`src/design/wb_axil_pkg.sv`:
```
package wb_axil_pkg;

    // AXI4-Lite data bus
    localparam int DATA_W = 32;
    localparam int BYTE_W = 8;
    localparam int AXIL_STRB_W = DATA_W / BYTE_W;

    // Index of a byte lane inside one word
    localparam int LANE_IDX_W = $clog2(AXIL_STRB_W);

    localparam logic [AXIL_STRB_W-1:0] STRB_FULL = '1;

    typedef logic [1:0] axil_resp_t;

    // Write response codes
    localparam axil_resp_t RESP_OKAY = 2'b00;
    localparam axil_resp_t RESP_SLVERR = 2'b10;

endpackage

```
`src/design/wb_layer_pkg.sv`:
```
package wb_layer_pkg;

    import wb_axil_pkg::*;

    typedef enum logic [3:0] {
        LAYER_CONV = 4'd0,
        LAYER_DENSE = 4'd1
    } layer_kind_t;

    // Job record is sized for the widest supported configuration
    localparam int JOB_ADDR_W = 32;
    localparam int JOB_MAX_CH = 8;

    // Byte steps between channels
    localparam int PSUM_STEP = 4;
    localparam int DENSE_OUT_STEP = 1;

    typedef struct packed {
        layer_kind_t layer;
        logic is_final;
        logic [JOB_ADDR_W-1:0] base;
        logic [JOB_MAX_CH-1:0][DATA_W-1:0] data;
    } wb_job_t;

endpackage

```
`src/design/wb_pipe_reg.sv`:
```
module wb_pipe_reg #(
    parameter type payload_t = logic
) (
    input  logic     clk,
    input  logic     resetn,
    input  logic     i_valid,
    input  payload_t i_data,
    output logic     o_ready,
    output logic     o_valid,
    output payload_t o_data,
    input  logic     i_ready_dn
);

    logic load;

    // Free slot, or the held item leaves this cycle
    assign o_ready = !o_valid || i_ready_dn;
    assign load = i_valid && o_ready;

    always_ff @(posedge clk) begin
        if (!resetn) begin
            o_valid <= 1'b0;
        end else if (o_ready) begin
            o_valid <= i_valid;
        end
    end

    always_ff @(posedge clk) begin
        if (load) begin
            o_data <= i_data;
        end
    end

    a_hold_stable: assert property (
        @(posedge clk) disable iff (!resetn)
        o_valid && !i_ready_dn |=> o_valid && $stable(o_data)
    );

endmodule

```
`src/design/wb_addr_gen.sv`:
```
module wb_addr_gen #(
    parameter int ADDR_W = 32,
    parameter int N_CH = 3
) (
    input  logic                                 clk,
    input  logic                                 resetn,
    input  logic                                 i_job_valid,
    input  wb_layer_pkg::wb_job_t                i_job,
    input  logic [ADDR_W-1:0]                    i_plane_size,
    output logic                                 o_job_ready,
    output logic                                 o_beat_valid,
    output logic [ADDR_W-1:0]                    o_beat_addr,
    output logic [wb_axil_pkg::DATA_W-1:0]       o_beat_data,
    output logic [wb_axil_pkg::AXIL_STRB_W-1:0]  o_beat_strb,
    input  logic                                 i_beat_ready
);

    import wb_layer_pkg::*;
    import wb_axil_pkg::*;

    localparam int CH_W = $clog2(N_CH + 1);

    logic                        busy_q;
    logic [CH_W-1:0]             ch_q;
    logic [ADDR_W-1:0]           addr_q;
    logic [ADDR_W-1:0]           stride_q;
    logic [ADDR_W-1:0]           stride_d;
    logic                        final_q;
    logic [N_CH-1:0][DATA_W-1:0] data_q;
    logic [DATA_W-1:0]           ch_val;
    logic [LANE_IDX_W-1:0]       lane;
    logic                        take_job;
    logic                        beat_done;
    logic                        last_beat;

    assign o_job_ready = !busy_q;
    assign take_job = i_job_valid && o_job_ready;
    assign beat_done = o_beat_valid && i_beat_ready;
    assign last_beat = ch_q == CH_W'(N_CH - 1);

    // Channel stride by layer kind and write form
    always_comb begin
        case (i_job.layer)
            LAYER_DENSE: begin
                stride_d = i_job.is_final ? ADDR_W'(DENSE_OUT_STEP) : ADDR_W'(PSUM_STEP);
            end
            default: begin
                // Partial sums count the convolution plane in words
                stride_d = i_job.is_final ? i_plane_size : i_plane_size * ADDR_W'(PSUM_STEP);
            end
        endcase
    end

    always_ff @(posedge clk) begin
        if (!resetn) begin
            busy_q <= 1'b0;
            ch_q <= '0;
        end else if (take_job) begin
            busy_q <= 1'b1;
            ch_q <= '0;
        end else if (beat_done) begin
            busy_q <= !last_beat;
            ch_q <= last_beat ? '0 : ch_q + 1'b1;
        end
    end

    always_ff @(posedge clk) begin
        if (take_job) begin
            addr_q <= i_job.base[ADDR_W-1:0];
            stride_q <= stride_d;
            final_q <= i_job.is_final;
            data_q <= i_job.data[N_CH-1:0];
        end else if (beat_done) begin
            addr_q <= addr_q + stride_q;
        end
    end

    assign o_beat_valid = busy_q;
    assign o_beat_addr = addr_q;
    assign ch_val = data_q[ch_q];
    assign lane = addr_q[LANE_IDX_W-1:0];

    // Final outputs go out as one byte in its lane
    always_comb begin
        if (final_q) begin
            o_beat_strb = AXIL_STRB_W'(1) << lane;
            o_beat_data = DATA_W'(ch_val[BYTE_W-1:0]) << (lane * BYTE_W);
        end else begin
            o_beat_strb = STRB_FULL;
            o_beat_data = ch_val;
        end
    end

    a_ch_range: assert property (
        @(posedge clk) disable iff (!resetn)
        o_beat_valid |-> ch_q < CH_W'(N_CH)
    );

endmodule

```
`src/design/wb_axil_writer.sv`:
```
module wb_axil_writer #(
    parameter int ADDR_W = 32
) (
    input  logic                                 clk,
    input  logic                                 resetn,
    input  logic                                 i_beat_valid,
    input  logic [ADDR_W-1:0]                    i_beat_addr,
    input  logic [wb_axil_pkg::DATA_W-1:0]       i_beat_data,
    input  logic [wb_axil_pkg::AXIL_STRB_W-1:0]  i_beat_strb,
    output logic                                 o_beat_ready,
    output logic                                 o_awvalid,
    output logic [ADDR_W-1:0]                    o_awaddr,
    input  logic                                 i_awready,
    output logic                                 o_wvalid,
    output logic [wb_axil_pkg::DATA_W-1:0]       o_wdata,
    output logic [wb_axil_pkg::AXIL_STRB_W-1:0]  o_wstrb,
    input  logic                                 i_wready,
    input  logic                                 i_bvalid,
    input  wb_axil_pkg::axil_resp_t              i_bresp,
    output logic                                 o_bready,
    output logic                                 o_wb_err
);

    import wb_axil_pkg::*;

    logic aw_q;
    logic w_q;
    logic b_q;
    logic aw_left;
    logic w_left;
    logic take_beat;

    assign o_beat_ready = !(aw_q || w_q || b_q);
    assign take_beat = i_beat_valid && o_beat_ready;

    assign o_awvalid = aw_q;
    assign o_wvalid = w_q;
    assign o_bready = b_q;

    // Channels still open after this cycle
    assign aw_left = aw_q && !i_awready;
    assign w_left = w_q && !i_wready;

    always_ff @(posedge clk) begin
        if (!resetn) begin
            aw_q <= 1'b0;
            w_q <= 1'b0;
            b_q <= 1'b0;
            o_wb_err <= 1'b0;
        end else if (take_beat) begin
            aw_q <= 1'b1;
            w_q <= 1'b1;
        end else if (b_q) begin
            if (i_bvalid) begin
                b_q <= 1'b0;
                // Sticky until reset
                if (i_bresp != RESP_OKAY) begin
                    o_wb_err <= 1'b1;
                end
            end
        end else if (aw_q || w_q) begin
            aw_q <= aw_left;
            w_q <= w_left;
            b_q <= !aw_left && !w_left;
        end
    end

    always_ff @(posedge clk) begin
        if (take_beat) begin
            o_awaddr <= i_beat_addr;
            o_wdata <= i_beat_data;
            o_wstrb <= i_beat_strb;
        end
    end

    a_aw_hold: assert property (
        @(posedge clk) disable iff (!resetn)
        o_awvalid && !i_awready |=> o_awvalid && $stable(o_awaddr)
    );

    a_w_hold: assert property (
        @(posedge clk) disable iff (!resetn)
        o_wvalid && !i_wready |=> o_wvalid && $stable(o_wdata) && $stable(o_wstrb)
    );

endmodule

```
`src/design/wb_top.sv`:
```
module wb_top #(
    parameter int ADDR_W = 32,
    parameter int N_CH = 3
) (
    input  logic                                  clk,
    input  logic                                  resetn,
    input  logic                                  i_job_valid,
    output logic                                  o_job_ready,
    input  wb_layer_pkg::layer_kind_t             i_job_layer,
    input  logic                                  i_job_final,
    input  logic [ADDR_W-1:0]                     i_job_base,
    input  logic [N_CH-1:0][wb_axil_pkg::DATA_W-1:0] i_job_data,
    input  logic [ADDR_W-1:0]                     i_plane_size,
    output logic                                  o_awvalid,
    output logic [ADDR_W-1:0]                     o_awaddr,
    input  logic                                  i_awready,
    output logic                                  o_wvalid,
    output logic [wb_axil_pkg::DATA_W-1:0]        o_wdata,
    output logic [wb_axil_pkg::AXIL_STRB_W-1:0]   o_wstrb,
    input  logic                                  i_wready,
    input  logic                                  i_bvalid,
    input  wb_axil_pkg::axil_resp_t               i_bresp,
    output logic                                  o_bready,
    output logic                                  o_wb_err
);

    import wb_layer_pkg::*;
    import wb_axil_pkg::*;

    wb_job_t                job_in;
    wb_job_t                pipe_job;
    logic                   pipe_valid;
    logic                   pipe_ready;
    logic                   beat_valid;
    logic                   beat_ready;
    logic [ADDR_W-1:0]      beat_addr;
    logic [DATA_W-1:0]      beat_data;
    logic [AXIL_STRB_W-1:0] beat_strb;

    if (N_CH > JOB_MAX_CH || ADDR_W > JOB_ADDR_W) begin : g_cfg_check
        $error("wb_top: N_CH or ADDR_W exceeds the job record");
    end

    // Unused channel slots stay zero
    always_comb begin
        job_in = '0;
        job_in.layer = i_job_layer;
        job_in.is_final = i_job_final;
        job_in.base = JOB_ADDR_W'(i_job_base);
        job_in.data[N_CH-1:0] = i_job_data;
    end

    wb_pipe_reg #(
        .payload_t(wb_job_t)
    ) u_intake (
        .clk(clk),
        .resetn(resetn),
        .i_valid(i_job_valid),
        .i_data(job_in),
        .o_ready(o_job_ready),
        .o_valid(pipe_valid),
        .o_data(pipe_job),
        .i_ready_dn(pipe_ready)
    );

    wb_addr_gen #(
        .ADDR_W(ADDR_W),
        .N_CH(N_CH)
    ) u_addr_gen (
        .clk(clk),
        .resetn(resetn),
        .i_job_valid(pipe_valid),
        .i_job(pipe_job),
        .i_plane_size(i_plane_size),
        .o_job_ready(pipe_ready),
        .o_beat_valid(beat_valid),
        .o_beat_addr(beat_addr),
        .o_beat_data(beat_data),
        .o_beat_strb(beat_strb),
        .i_beat_ready(beat_ready)
    );

    wb_axil_writer #(
        .ADDR_W(ADDR_W)
    ) u_writer (
        .clk(clk),
        .resetn(resetn),
        .i_beat_valid(beat_valid),
        .i_beat_addr(beat_addr),
        .i_beat_data(beat_data),
        .i_beat_strb(beat_strb),
        .o_beat_ready(beat_ready),
        .o_awvalid(o_awvalid),
        .o_awaddr(o_awaddr),
        .i_awready(i_awready),
        .o_wvalid(o_wvalid),
        .o_wdata(o_wdata),
        .o_wstrb(o_wstrb),
        .i_wready(i_wready),
        .i_bvalid(i_bvalid),
        .i_bresp(i_bresp),
        .o_bready(o_bready),
        .o_wb_err(o_wb_err)
    );

endmodule

```
`config.mk`:
```
export PLATFORM = sky130hd
export DESIGN_NAME = wb_top
export DESIGN_NICKNAME = d
export VERILOG_FILES = /design/src/design/wb_axil_pkg.sv /design/src/design/wb_layer_pkg.sv /design/src/design/wb_pipe_reg.sv /design/src/design/wb_addr_gen.sv /design/src/design/wb_axil_writer.sv /design/src/design/wb_top.sv
export SDC_FILE = /design/constraint.sdc
export NUM_CORES = 1
export LEC_CHECK = 0
export BUFFER_PORTS_ARGS = -buffer_cell sky130_fd_sc_hd__buf_4
export CELL_PAD_IN_SITES_DETAIL_PLACEMENT = 0
export CELL_PAD_IN_SITES_GLOBAL_PLACEMENT = 2
export CORE_MARGIN = 8
export CORE_UTILIZATION = 40
export DETAILED_ROUTE_END_ITERATION = 8
export PLACE_DENSITY_LB_ADDON = 0.3
export SETUP_SLACK_MARGIN = 0.02
export SYNTH_ARGS = -nofsm -noshare
export SYNTH_HDL_FRONTEND = slang
export SYNTH_SLANG_ARGS = --single-unit
```
`constraint.sdc`:
```
create_clock -name clk -period 6.9 [get_ports clk]
set_input_delay 0.69 -clock clk [delete_from_list [all_inputs] [get_ports clk]]
set_output_delay 0.69 -clock clk [all_outputs]
set_load 0.1 [all_outputs]
```
* Yosys cells after proc, flatten, opt, wreduce, memory -nomap -nowiden
Index checks and enable logic that the tools add are counted.
** Cells by class
- Multipliers :: 0
- Shift-type cells :: 2
- Magnitude comparators :: 1
- Bitwise operators :: 2
- Divide/modulo/power cells :: 0
- Reductions and logical operators :: 23
- Muxes and demuxes :: 20
- Equality and inequality tests :: 3
- $add $sub $neg :: 2
** Operators by type and width (number)
- $mux 32 :: 6
- $bmux 32 s2 :: 1
- $add 32x32->32 :: 1
- $shl 8x5->32 :: 1
- $mux 1 :: 11
- $logic_not 1->1 :: 8
- $logic_and 1x1->1 :: 6
- $reduce_bool 2->1 :: 3
- $eq 4x1->1 const B :: 1
- $reduce_and 4->1 :: 1
- $shl 1x2->4 const A :: 1
- $logic_or 1x1->1 :: 3
- $lt 2x3->1 const B :: 1
- $mux 3 :: 1
- $add 2x1->2 const B :: 1
- $eq 2x2->1 const B :: 1
- $mux 2 :: 1
- $ne 2x2->1 const B :: 1
- $not 1->1 :: 2
- $reduce_and 2->1 :: 1
- $reduce_or 2->1 :: 1
** Word-level totals
- Memory bits (read-only) :: 0
- Bits in latches :: 0
- Bits in registers :: 370
- Output and inout bits :: 73
- Bits of input ports :: 173
- RAM bits :: 0
- Memories kept :: 0

* Longest topological paths before layout
Gate-level depths: netlist of run 1.
- Depth after elaboration :: 6
- Mapped depth :: 9
- Depth with buffers taken out :: 9

* Modules after synthesis
Synthesis of run 1 repeated with hierarchy kept, for this count alone.
** Unflattened totals
- Cells, all modules :: 1115
- Area, all modules :: 19552.5 um^2
** By module, submodules not included
- wb_pipe_reg :: times used 1, area an instance 8856.0 um^2, cells each 298, sequential area each 8818.5 um^2
- wb_addr_gen :: times used 1, area an instance 8461.9 um^2, cells each 728, sequential area each 4894.7 um^2
- wb_axil_writer :: times used 1, area an instance 2230.9 um^2, cells each 88, sequential area each 2122.0 um^2
- wb_top :: times used 1, area an instance 3.8 um^2, cells each 1, sequential area each 0.0 um^2

* Least setup slack after synthesis of run 1
Ideal clock, no wire load.
- Path type :: reg2reg
- Start point :: reg u_addr_gen.busy_q (netlist: u_addr_gen.o_beat_valid)
- End point :: reg u_addr_gen.addr_q[24] (netlist: u_addr_gen.o_beat_addr[24]), data pin
- Setup time :: 0.447 ns
- Path slack :: 1.435 ns
- Data arrival time :: 5.018 ns
- Path buffers :: 2
- Data required time :: 6.453 ns
- Cell stages (with the launch flop) :: 6
- Path through :: dfxtp_1 -> nand2b_1 -> inv_1 -> clkbuf_1 -> clkbuf_1 -> o21ai_0
** On the way
- Cells in the longest elaborated chain, start to end :: 3
** RTL lines
- start: declaration :: line wb_addr_gen.sv:23 : logic busy_q;
- start signal: assignment :: line wb_addr_gen.sv:62 : busy_q <= !last_beat;
- $logic_not 1->1 :: line wb_addr_gen.sv:36 : assign o_job_ready = !busy_q;
- $logic_and 1x1->1 :: line wb_addr_gen.sv:37 : assign take_job = i_job_valid && o_job_ready;
- via u_addr_gen.take_job :: line wb_addr_gen.sv:32 : logic take_job;
- $mux 32 :: line wb_addr_gen.sv:68 : if (take_job) begin
- end signal: assignment :: line wb_addr_gen.sv:69 : addr_q <= i_job.base[ADDR_W-1:0];
- end signal: assignment :: line wb_addr_gen.sv:74 : addr_q <= addr_q + stride_q;
- end: declaration :: line wb_addr_gen.sv:25 : logic [ADDR_W-1:0] addr_q;
The timed path passes the listed nets, and every way through them passes these cells.
A chain may end at the register's enable or synchronous reset.

* Worst setup path in the final report of run 1
- Start point :: reg u_addr_gen.busy_q (netlist: u_addr_gen.o_beat_valid)
- End point :: reg u_addr_gen.addr_q[25] (netlist: u_addr_gen.o_beat_addr[25]), data pin
** On the way
- Cells in the longest elaborated chain, start to end :: 3
** RTL lines (line)
- $logic_not 1->1 :: wb_addr_gen.sv:36
- $logic_and 1x1->1 :: wb_addr_gen.sv:37
- $mux 32 :: wb_addr_gen.sv:68
No other way between the ends.

==> summary.txt, run 1 <==
Status
  – Outcome: complete, no violations

Clock tree
  – CTS tree: built
  – Clk Latency, worst-skew pair: 0.53 ns
  – Hold buffer count at CTS: 0
  – CTS clk-pin slew, worst paths: 0.06 ns
  – Clock root cell: clkbuf_16
  – CTS Buffer Depth: 3
  – H-tree depth: 2
  – CTS resizes: 0
  – Sink Count: 370
  – Setup Buffers After CTS: 0
  – Num CTS Buffers: 40

Timing
  – Max Clock Skew: 0.0124 ns
  – Worst-Margin Slew: roughly 1 ns
  – Final setup viols: 0
  – Slew headroom: 33.4%
  – Final Hold Vio Count: 0
  – Final period utilization: approximately 46%
  – Tmin final: between 3 and 4 ns
  – Slew Limit Fails: 0
  – Setup_tns: 0 ns
  – RSZ-0062 raised after global routing: false
  – Max Fclk: 0.314 GHz

Routing
  – DR pass1 iterations: 4
  – Initial DRC Count: 535
  – Vias per cell: 5.08
  – Residual DRC: 0
  – Antenna viol nets, final: 0
  – Final WL: 36,800 µm
  – Post-DR wirelength/cell: 21.1 µm
  – DR vias: around 8,800

Global routing
  – Maximum number of pins on one net before global-route repair: 98
  – Vias in the first global route: between 9,000 and 10,000
  – All-Layer GR Usage: about 17%
  – Initial antenna violation count: 1
  – First-pass GRT wire length: roughly 56,000 µm
  – Total global routing overflow: 0

Yosys
  – Post-synth EDFFs: 362
  – Warnings from Yosys: 0
  – Top FF cell, synth: edfxtp_1
  – Syn_nets: approximately 1,200
  – Mean Syn Cell Area: 15.1 µm²
  – FF+latch count, synth: 370
  – Ys async rst share: 0%
  – Syn Inst Count: 987
  – Library cells used by synthesis: 59
  – Seq/Total Area, Yosys: about three quarters
  – Synth Cell Area: between 10,000 and 15,000 µm²

Pwr
  – Combinational Power Share: about 18%
  – Clock group share of total power: a little over a third
  – P_int: 0.00421 W
  – Lkg Pwr: a little under 7 nW
  – Peak supply drop: 0.000215 V
  – Total power: ~0.0059 W
  – Pwr dens: 316 nW/µm²
  – Sw frac: around 28%
  – Psw: 0.00164 W
  – Sequential power share: a little under half

Floorplanning
  – Die footprint: 43,600 µm²
  – Core area: between 30,000 and 40,000 µm²
  – Num ports: between 200 and 250
  – Die height: between 200 and 250 µm
  – Width of the chip: around 210 µm
  – Core Rows: 70
  – Initial Util: 40.6%

Final layout
  – Layout Nets: around 1,400
  – Layout cell share with drive strength beyond 1: 26.4%
  – Area Growth Syn to Fin: 24.4%
  – Final instance area: 18,500 µm²
  – Fillers: between 3,000 and 4,000

Critical path
  – R2r setup slk: approximately 3.7 ns
  – CP dominant cell by count: buf_4
  – Critical path startpoint category: register
  – Worst r2r src: u_addr_gen.o_beat_valid$_SDFFE_PN0P_
  – FF-to-FF End: u_addr_gen.o_beat_addr[25]$_DFFE_PP_
  – CP Cell Sequence: nand2b_2 > buf_4 > inv_6 > buf_4 > nor2_1 > a311o_1 > nor3_1
  – CP max FO: 97
  – Max incr delay on CP: roughly 0.74 ns
  – Worst Reg2Reg Path Length in Cells: 7
  – Crit path kind: reg2reg
  – Slowest CP cell: buf_4
  – Data required, critical path: 7.25 ns
  – Crit path DAT: ~3.5 ns
  – Critical Path Sink Type: register

Placed design
  – Placed cell area: 17,200 µm²
  – Hpwl dp: approximately 26,000 µm
  – Routability Congestion: 0.833
  – Port Buffer Count: 245

Flow run
  – Max_cap viols: 0

Min path
  – Hold Path End: u_intake.o_data[8]$_DFFE_PP_
  – Hold Startpoint: i_job_data[8]
  – HP Class: in2reg
  – Hold Path Stages: 1
==> state kept, by name, summed over array words and instances (netlist names), 2 cells and up <==
| signal | count |
|---|---|
| u_addr_gen.ch_q | 2 |
| u_addr_gen.data_q | 96 |
| u_addr_gen.o_beat_addr | 32 |
| u_addr_gen.stride_q | 32 |
| u_intake.o_data | 133 |
| u_writer.o_awaddr | 32 |
| u_writer.o_wdata | 32 |
| u_writer.o_wstrb | 4 |
==> layout make-up <==
class / count / area, µm² / area share [%]
inverter: 12 / 50.0 / 0.271
antenna: 1 / 2.50 / 0.0135
tap: 468 / 586 / 3.17
multi-input combinational: 563 / 3640 / 19.7
clock buffer: 48 / 1050 / 5.69
sequential: 370 / 11000 / 59.7
timing repair buffer: 256 / 1920 / 10.4
clock inverter: 23 / 206 / 1.12
==> critical path, delay by kind of cell (launching register included) <==
family                 cells  cell delay (ns)
and+or+nand+nor            3             0.45
AOI/OAI and AO/OA          1             0.38
buffers and inverters      3             1.75
DFF                        1             0.34
==> Yosys cell counts, drive strengths merged (8+ instances only) <==
cell / number / area share (%)
a211oi: 10 / 0.62
a21o: 15 / 0.76
a21oi: 86 / 3.0
buf: 13 / 0.38
clkbuf: 29 / 0.74
dfxtp: 8 / 1.1
edfxtp: 362 / 73
ha: 31 / 2.6
inv: 12 / 0.30
mux2i: 62 / 4.2
nand2: 52 / 1.3
nand3: 17 / 0.57
nor2: 121 / 3.1
nor3: 18 / 0.61
o21ai: 31 / 1.1
o22ai: 27 / 1.1
xnor2: 11 / 0.65
==> cells in the final DEF (no fill, tap or decap), types with 4 or more instances in the layout <==
cell type  instances
a211oi_1           8
nand4_1            5
nor3_1            18
dfxtp_1            7
nor2b_1            6
clkbuf_1           7
inv_1             10
ha_1              31
nand2b_1           4
a21o_1            15
clkbuf_16         41
buf_4            256
nand2_1           51
xnor2_1           11
o21a_1             6
clkinv_1           8
nor2_1           121
o21ai_1            5
nand3b_1           4
edfxtp_1         362
clkinv_2           6
nand3_1           17
a21oi_1           83
o22ai_1           27
mux2i_1           62
xor2_1             7
o21ai_0           24
o21bai_1           4
==> worst max-delay path by stage <==
stage	startpoint	to	slack, ns	depth (start not counted)
final	u_addr_gen.o_beat_valid$_SDFFE_PN0P_	u_addr_gen.o_beat_addr[25]$_DFFE_PP_	3.72	7
after detailed placement	u_addr_gen.o_beat_valid$_SDFFE_PN0P_	u_addr_gen.o_beat_addr[25]$_DFFE_PP_	3.71	7
after global placement	u_addr_gen.o_beat_valid$_SDFFE_PN0P_	u_addr_gen.o_beat_addr[25]$_DFFE_PP_	3.77	7
after CTS	u_addr_gen.o_beat_valid$_SDFFE_PN0P_	u_addr_gen.o_beat_addr[25]$_DFFE_PP_	3.68	7
after floorplan	u_addr_gen.o_beat_valid$_SDFFE_PN0P_	u_addr_gen.o_beat_addr[24]$_DFFE_PP_	1.43	5
after global routing	u_addr_gen.o_beat_valid$_SDFFE_PN0P_	u_addr_gen.o_beat_addr[25]$_DFFE_PP_	3.42	7
==> layer usage <==
metal	part of all wire (%)	track usage, %
met2	49	26.9
met3	4.5	3.35
met1	45	22.4
met5	0	0
met4	2.0	4.35
==> power by group through the flow <==
stage          Sequential (W)  Combinational (W)  Clock (W)
3_5_place_dp          0.00282            0.00106          0
6_report              0.00277            0.00105    0.00203
3_3_place_gp          0.00282            0.00105          0
4_1_cts               0.00277            0.00106    0.00208
2_1_floorplan         0.00301           0.000538          0
5_1_grt               0.00279            0.00115    0.00217
==> stage by stage <==
step	util, %	hold WS, ns	setup slack (ns)	cells
finish	50.5	0.331	3.72	1741
global route	50.5	0.300	3.42	1741
CTS	50.5	0.304	3.68	1740
detailed placement	47.1	0.405	3.71	1669
global placement	47.1	0.401	3.77	1669
floorplan	-	0.400	1.43	987
==> kinds of logic after synthesis <==
kind of cell	count (synthesis)	share of synthesized area, %
simple gates	245	7.34
fa+ha+maj	32	2.74
buf+inv	54	1.42
flops	370	74.2
mux	62	4.17
compound gates	206	9.06
xor+xnor	18	1.06
No activity file was read; power rests on OpenSTA's default activity.
==> inputs of run 2 (changes only) <==
--- a/config.mk
+++ b/config.mk
@@ -9,7 +9,7 @@
 export CELL_PAD_IN_SITES_DETAIL_PLACEMENT = 0
 export CELL_PAD_IN_SITES_GLOBAL_PLACEMENT = 2
 export CORE_MARGIN = 8
-export CORE_UTILIZATION = 40
+export CORE_UTILIZATION = 36
 export DETAILED_ROUTE_END_ITERATION = 8
 export PLACE_DENSITY_LB_ADDON = 0.3
 export SETUP_SLACK_MARGIN = 0.02
==> constraint.sdc (replaced) <==
create_clock -name clk -period 2.7 [get_ports clk]
set_input_delay 0.27 -clock clk [delete_from_list [all_inputs] [get_ports clk]]
set_output_delay 0.27 -clock clk [all_outputs]
set_load 0.1 [all_outputs]
==> summary.txt, run 2 (synthesis results as in run 1) <==
Routing
  – DR vias: 9,629 (was 8,847)
  – DR pass1 iterations: 4 (unchanged)
  – Antenna viol nets, final: 0 (unchanged)
  – Residual DRC: 0 (unchanged)
  – Final WL: 40,100 µm (was 36,800 µm)
  – Post-DR wirelength/cell: 20.2 µm (was 21.1 µm)
  – Vias per cell: 4.85 (was 5.08)
  – Initial DRC Count: 658 (was 535)

Timing
  – Tmin final: 2.58 ns (was 3.18 ns)
  – Max Fclk: 0.388 GHz (was 0.314 GHz)
  – Worst-Margin Slew: 1.07 ns (was 1.00 ns)
  – Slew headroom: 28.6% (was 33.4%)
  – Hold slack: 0.0348 ns (was 0.331 ns)
  – Slew Limit Fails: 0 (unchanged)
  – Final Hold Vio Count: 0 (unchanged)
  – Final setup viols: 0 (unchanged)
  – Max Clock Skew: 0.0330 ns (was 0.0124 ns)
  – Final period utilization: 95.5% (was 46.1%)
  – RSZ-0062 raised after global routing: true (was false)

Flow run
  – Max_cap viols: 0 (unchanged)

Placed design
  – Placed Cells: 1,761 (was 1,669)
  – Placed cell area: 17,600 µm² (was 17,200 µm²)
  – Port Buffer Count: 245 (unchanged)
  – Routability Congestion: 0.820 (was 0.833)
  – Hpwl dp: 27,400 µm (was 25,800 µm)

Min path
  – Hold Startpoint: i_plane_size[23] (was i_job_data[8])
  – Hold Path Stages: 3 (was 1)
  – HP Class: in2reg (unchanged)

Final layout
  – Most common cell after layout, fill and taps aside: edfxtp_1 (unchanged)
  – Largest registers: u_intake.o_data x133, u_addr_gen.data_q x96 (unchanged)
  – Layout cell share with drive strength beyond 1: 26.9% (was 26.4%)
  – Util after Layout: 50.4% (was 50.5%)
  – Finished Layout Cells: 1,986 (was 1,741)
  – Largest register FFs: 133 (unchanged)
  – Fillers: 3,473 (was 3,205)
  – Final instance area: 20,600 µm² (was 18,500 µm²)
  – Most frequent cells in the layout: 362 x edfxtp_1, 281 x buf_4, 144 x dlygate4sd3_1 (was 362 x edfxtp_1, 256 x buf_4, 121 x nor2_1)
  – Reg with most FFs: u_intake.o_data (unchanged)
  – Area Growth Syn to Fin: 38.5% (was 24.4%)
  – Layout Nets: 1,624 (was 1,448)

Critical path
  – FF-to-FF End: u_addr_gen.o_beat_addr[24]$_DFFE_PP_ (was u_addr_gen.o_beat_addr[25]$_DFFE_PP_)
  – Critical Path Sink Type: register (unchanged)
  – Data required, critical path: 2.99 ns (was 7.25 ns)
  – Crit path from: u_addr_gen.o_beat_addr[0]$_DFFE_PP_ (was u_addr_gen.o_beat_valid$_SDFFE_PN0P_)
  – R2r setup slk: 0.12 ns (was 3.72 ns)
  – Critical path startpoint category: register (unchanged)
  – Worst r2r src: u_addr_gen.o_beat_addr[0]$_DFFE_PP_ (was u_addr_gen.o_beat_valid$_SDFFE_PN0P_)
  – CP max FO: 5 (was 97)
  – Crit path kind: reg2reg (unchanged)
  – Worst Reg2Reg Path Length in Cells: 10 (was 7)
  – CP Cell Sequence: ha_2 > fa_2 > a21oi_4 > o211ai_2 > a31oi_4 > nor2_2 > a311oi_2 > buf_4 > xor2_1 > o21ai_0 (was nand2b_2 > buf_4 > inv_6 > buf_4 > nor2_1 > a311o_1 > nor3_1)
  – Crit path DAT: 2.86 ns (was 3.53 ns)
  – CP Capture Point: u_addr_gen.o_beat_addr[24]$_DFFE_PP_ (was u_addr_gen.o_beat_addr[25]$_DFFE_PP_)
  – Slowest CP cell: edfxtp_1 (was buf_4)
  – Max incr delay on CP: 0.39 ns (was 0.74 ns)

Pwr
  – Lkg Pwr: 7.74 nW (was 6.88 nW)
  – Pwr dens: 782 nW/µm² (was 316 nW/µm²)
  – Peak supply drop: 0.000551 V (was 0.000215 V)

Floorplanning
  – Width of the chip: 219 µm (was 209 µm)
  – Core area: 40,800 µm² (was 36,600 µm²)
  – Num ports: 246 (unchanged)
  – Die footprint: 48,100 µm² (was 43,600 µm²)
  – Initial Util: 36.4% (was 40.6%)
  – Core Rows: 74 (was 70)
  – Die height: 219 µm (was 209 µm)

Clock tree
  – Clk Latency, worst-skew pair: 0.58 ns (was 0.53 ns)
  – Sink Count: 370 (unchanged)
  – CTS tree: built (unchanged)
  – Num CTS Buffers: 42 (was 40)
  – Clock root cell: clkbuf_16 (unchanged)
  – H-tree depth: 2 (unchanged)
  – CTS clk-pin slew, worst paths: 0.06 ns (about the same)
  – CTS Buffer Depth: 3 (unchanged)

Global routing
  – All-Layer GR Usage: 16.5% (about the same)
  – Vias in the first global route: 10,100 (was 9,233)
  – Total global routing overflow: 0 (unchanged)
  – Maximum number of pins on one net before global-route repair: 134 (was 98)
  – First-pass GRT wire length: 60,400 µm (was 55,700 µm)
  – Initial antenna violation count: 1 (unchanged)

Status
  – Outcome: complete, no violations (unchanged)
==> run 2: worst min path at each step <==
stage | endpoint
global route | u_addr_gen.stride_q[25]$_SDFFCE_PP0P_
floorplan | u_intake.o_data[0]$_DFFE_PP_
CTS | u_addr_gen.stride_q[25]$_SDFFCE_PP0P_
finish | u_addr_gen.stride_q[25]$_SDFFCE_PP0P_
detailed placement | u_addr_gen.data_q[44]$_DFFE_PP_
global placement | u_addr_gen.data_q[73]$_DFFE_PP_
==> run 2: layer usage <==
metal | routed length (µm) | share of wire [%] | GRT usage (%)
met1 | 16800 | 42 | 20.6
met2 | 19500 | 49 | 27.2
met3 | 2350 | 5.9 | 4.12
met4 | 1420 | 3.5 | 7.05
met5 | 0 | 0 | 0
==> run 2: through the flow <==
stage          worst slack [ns]  total power, W  TNS [ns]
6_report                  0.123          0.0161         0
5_1_grt                 -0.0182          0.0168   -0.0210
3_5_place_dp            -0.0342          0.0100   -0.0562
2_1_floorplan             0.125         0.00905         0
3_3_place_gp             0.0272          0.0100         0
4_1_cts                  0.0119          0.0162         0
==> run 2: worst max-delay path: cells and delay by family, from the launching register on <==
kind                     cells  cell delay [ns]
flip-flops                   1             0.39
AO/OA/AOI/OAI                5             0.92
adder cells (fa/ha/maj)      2             0.58
buffers and inverters        1             0.17
XOR/XNOR                     1             0.15
AND/OR/NAND/NOR              1             0.07
==> run 2: power breakdown <==
group | internal [W] | switching (W) | leakage (nW) | total [W]
registers | 0.00689 | 0.000190 | 3.50 | 0.00708
clock network | 0.00358 | 0.00237 | 0.699 | 0.00595
logic | 0.00115 | 0.00192 | 3.54 | 0.00308
total | 0.0116 | 0.00448 | 7.74 | 0.0161
==> run 2: repair_timing <==
| action | in CTS | in global routing |
|---|---|---|
| hold buffers | 144 | 0 |
| resized for setup | 2 | 17 |
| hold endpoints to repair | 146 | 0 |
| pin swaps | 1 | 14 |
| setup buffers | 0 | 2 |
| setup endpoints to repair | 6 | 13 |
==> run 2: area by class of cell <==
class,instances,area [µm²],area share (%)
tap,532,666,3.23
clock buffer,51,1080,5.27
clock inverter,26,372,1.80
sequential,370,11000,53.6
antenna,2,5.00,0.0243
timing repair buffer,430,3640,17.7
inverter,12,53.8,0.261
multi-input combinational,563,3730,18.1
==> inputs of run 3 (changes only) <==
--- a/config.mk
+++ b/config.mk
@@ -11,6 +11,7 @@
 export CORE_MARGIN = 8
 export CORE_UTILIZATION = 36
 export DETAILED_ROUTE_END_ITERATION = 8
+export MAX_ROUTING_LAYER = met4
 export PLACE_DENSITY_LB_ADDON = 0.3
 export SETUP_SLACK_MARGIN = 0.02
 export SYNTH_ARGS = -nofsm -noshare
==> summary.txt, run 3 (synthesis results as in run 1) <==
Critical path
  – FF-to-FF End: u_addr_gen.o_beat_addr[24]$_DFFE_PP_ (unchanged)
  – CP max FO: 5 (unchanged)
  – Worst r2r src: u_addr_gen.o_beat_addr[0]$_DFFE_PP_ (unchanged)
  – Max incr delay on CP: 0.39 ns (about the same)
  – R2r setup slk: 0.11 ns (was 0.12 ns)
  – CP Cell Sequence: ha_2 > fa_2 > a21oi_4 > o211ai_2 > a31oi_4 > nor2_2 > a311oi_2 > buf_4 > xor2_1 > o21ai_0 (unchanged)
  – Crit path DAT: 2.87 ns (was 2.86 ns)
  – Crit path kind: reg2reg (unchanged)
  – Critical path startpoint category: register (unchanged)
  – Critical Path Sink Type: register (unchanged)
  – Slowest CP cell: edfxtp_1 (unchanged)
  – Worst Reg2Reg Path Length in Cells: 10 (unchanged)
  – Data required, critical path: 2.99 ns (about the same)

Timing
  – Slew Limit Fails: 0 (unchanged)
  – Tmin final: 2.59 ns (was 2.58 ns)
  – RSZ-0062 raised after global routing: true (unchanged)
  – Final Hold Vio Count: 0 (unchanged)
  – Final setup viols: 0 (unchanged)
  – Final period utilization: 95.8% (was 95.5%)
  – Slew headroom: 30.0% (was 28.6%)
  – Max Fclk: 0.387 GHz (was 0.388 GHz)
  – Setup_tns: 0 ns (unchanged)
  – Worst-Margin Slew: 1.04 ns (was 1.07 ns)
  – Max Clock Skew: 0.0345 ns (was 0.0330 ns)

Min path
  – HP Class: in2reg (unchanged)
  – Hold Path End: u_addr_gen.stride_q[25]$_SDFFCE_PP0P_ (unchanged)
  – Hold Path Stages: 3 (unchanged)
  – Hold Startpoint: i_plane_size[23] (unchanged)

Final layout
  – Area occupied by multi-input gates: 3730 µm² (unchanged)
  – Layout cell share with drive strength beyond 1: 26.8% (was 26.9%)
  – Largest register FFs: 133 (unchanged)
  – Reg with most FFs: u_intake.o_data (unchanged)
  – Fillers: 3,474 (was 3,473)
  – Largest registers: u_intake.o_data x133, u_addr_gen.data_q x96 (unchanged)
  – Util after Layout: 50.4% (about the same)
  – Most common cell after layout, fill and taps aside: edfxtp_1 (unchanged)
  – Most frequent cells in the layout: 362 x edfxtp_1, 280 x buf_4, 144 x dlygate4sd3_1 (was 362 x edfxtp_1, 281 x buf_4, 144 x dlygate4sd3_1)
  – Layout Nets: 1,623 (was 1,624)
  – Reg area: 11,000 µm² (unchanged)
  – Area Growth Syn to Fin: 38.5% (about the same)

Routing
  – Post-DR wirelength/cell: 20.2 µm (about the same)
  – Wl on met1: 17,000 µm (was 16,800 µm)
  – Residual DRC: 0 (unchanged)
  – DR vias: 9,610 (was 9,629)
  – Final WL: 40,100 µm (about the same)
  – Antenna viol nets, final: 0 (unchanged)
  – Initial DRC Count: 608 (was 658)
  – Met3 wire length: 2220 µm (was 2350 µm)
  – DR pass1 iterations: 5 (was 4)
  – Vias per cell: 4.84 (was 4.85)
  – WL met2: 19,500 µm (about the same)
  – Top layer used by detailed routing: met4 (unchanged)

Clock tree
  – Num CTS Buffers: 42 (unchanged)
  – Sink Count: 370 (unchanged)
  – Clk Latency, worst-skew pair: 0.58 ns (about the same)
  – Clock root cell: clkbuf_16 (unchanged)
  – CTS Buffer Depth: 3 (unchanged)
  – CTS tree: built (unchanged)
  – CTS clk-pin slew, worst paths: 0.06 ns (about the same)
  – H-tree depth: 2 (unchanged)

Pwr
  – Clock group share of total power: 37.0% (was 36.9%)
  – Total power: 0.0161 W (about the same)
  – Sequential power share: 43.9% (was 44.0%)
  – Combinational Power Share: 19.1% (about the same)
  – Pwr dens: 783 nW/µm² (was 782 nW/µm²)
  – Psw: 0.00449 W (was 0.00448 W)
  – Lkg Pwr: 7.74 nW (about the same)
  – Peak supply drop: 0.000547 V (was 0.000551 V)
  – Sw frac: 27.9% (was 27.8%)
  – P_int: 0.0116 W (about the same)

Floorplanning
  – Die height: 219 µm (unchanged)
  – Width of the chip: 219 µm (unchanged)
  – Num ports: 246 (unchanged)
  – Core area: 40,800 µm² (unchanged)
  – Core Rows: 74 (unchanged)
  – Initial Util: 36.4% (unchanged)
  – Die footprint: 48,100 µm² (unchanged)

Global routing
  – Initial antenna violation count: 2 (was 1)
  – Maximum number of pins on one net before global-route repair: 134 (unchanged)
  – First-pass GRT wire length: 60,300 µm (was 60,400 µm)
  – Total global routing overflow: 0 (unchanged)
  – All-Layer GR Usage: 17.0% (was 16.5%)
  – Vias in the first global route: 10,200 (was 10,100)

Placed design
  – Hpwl dp: 27,400 µm (unchanged)
  – Port Buffer Count: 245 (unchanged)
  – Routability Congestion: 0.833 (was 0.820)

Flow run
  – Max_cap viols: 0 (unchanged)

Status
  – Outcome: complete, no violations (unchanged)
run 3: cell types whose count changed in the layout (fill, tap and decap cells not counted):
cell,previous run,this run
buf_4,281,280
diode_2,2,3
run 3: repair_timing:
action	4_1_cts	5_1_grt
endpoints found under the setup margin	6	12
setup buffers	0	1
pin swaps	1	14
endpoints found under the hold margin	146	0
hold buffers	144	0
resized for setup	2	17
run 3: area by class of cell:
class | count | area share, %
multi-input cells | 563 | 18.1
clock buffers | 51 | 5.27
flip-flops and latches | 370 | 53.6
clock inverters | 26 | 1.81
diodes | 3 | 0.0365
inverters | 12 | 0.261
well taps | 532 | 3.23
repair buffers | 429 | 17.7
run 3: per-layer routing:
layer  track usage (%)  vias up
met4              7.05        0
met5                 -        -
met1              20.7     4623
met3              3.91       79
met2              27.2      254
li1                  -     4654
run 3: worst max path at each step:
stage,from,end,depth (start not counted)
finish,u_addr_gen.o_beat_addr[0]$_DFFE_PP_,u_addr_gen.o_beat_addr[24]$_DFFE_PP_,10
global route,u_addr_gen.o_beat_addr[0]$_DFFE_PP_,u_addr_gen.o_beat_addr[24]$_DFFE_PP_,10
CTS,u_addr_gen.o_beat_addr[0]$_DFFE_PP_,u_addr_gen.o_beat_addr[28]$_DFFE_PP_,10
detailed placement,u_addr_gen.o_beat_addr[0]$_DFFE_PP_,u_addr_gen.o_beat_addr[28]$_DFFE_PP_,10
global placement,u_addr_gen.o_beat_addr[0]$_DFFE_PP_,u_addr_gen.o_beat_addr[22]$_DFFE_PP_,10
floorplan,u_addr_gen.o_beat_addr[0]$_DFFE_PP_,u_addr_gen.o_beat_addr[24]$_DFFE_PP_,9
run 3: power groups by stage:
stage                     combinational (W)  sequential (W)  clock [W]
after floorplan                     0.00138         0.00768          0
after global placement              0.00283         0.00719          0
after detailed placement            0.00285         0.00720          0
after CTS                           0.00304         0.00708    0.00612
after global routing                0.00334         0.00712    0.00634
final                               0.00307         0.00708    0.00596
run 3: critical path, delay by kind of cell, from the launching register on:
family / cells / cell delay, ns
flip-flops: 1 / 0.39
AND/OR/NAND/NOR: 1 / 0.07
buffers and inverters: 1 / 0.17
AO/OA/AOI/OAI: 5 / 0.94
adder cells (fa/ha/maj): 2 / 0.58
XOR/XNOR: 1 / 0.16
run 3: through the flow:
stage          area [µm²]  worst slack [ns]  std cells  hold WS, ns
5_1_grt             20600           -0.0182       1985       0.0123
4_1_cts             20500            0.0119       1982     0.000703
3_5_place_dp        17600           -0.0342       1761        0.405
2_1_floorplan       14900             0.125        987        0.369
6_report            20600             0.114       1986       0.0342
3_3_place_gp        17600            0.0272       1761        0.400
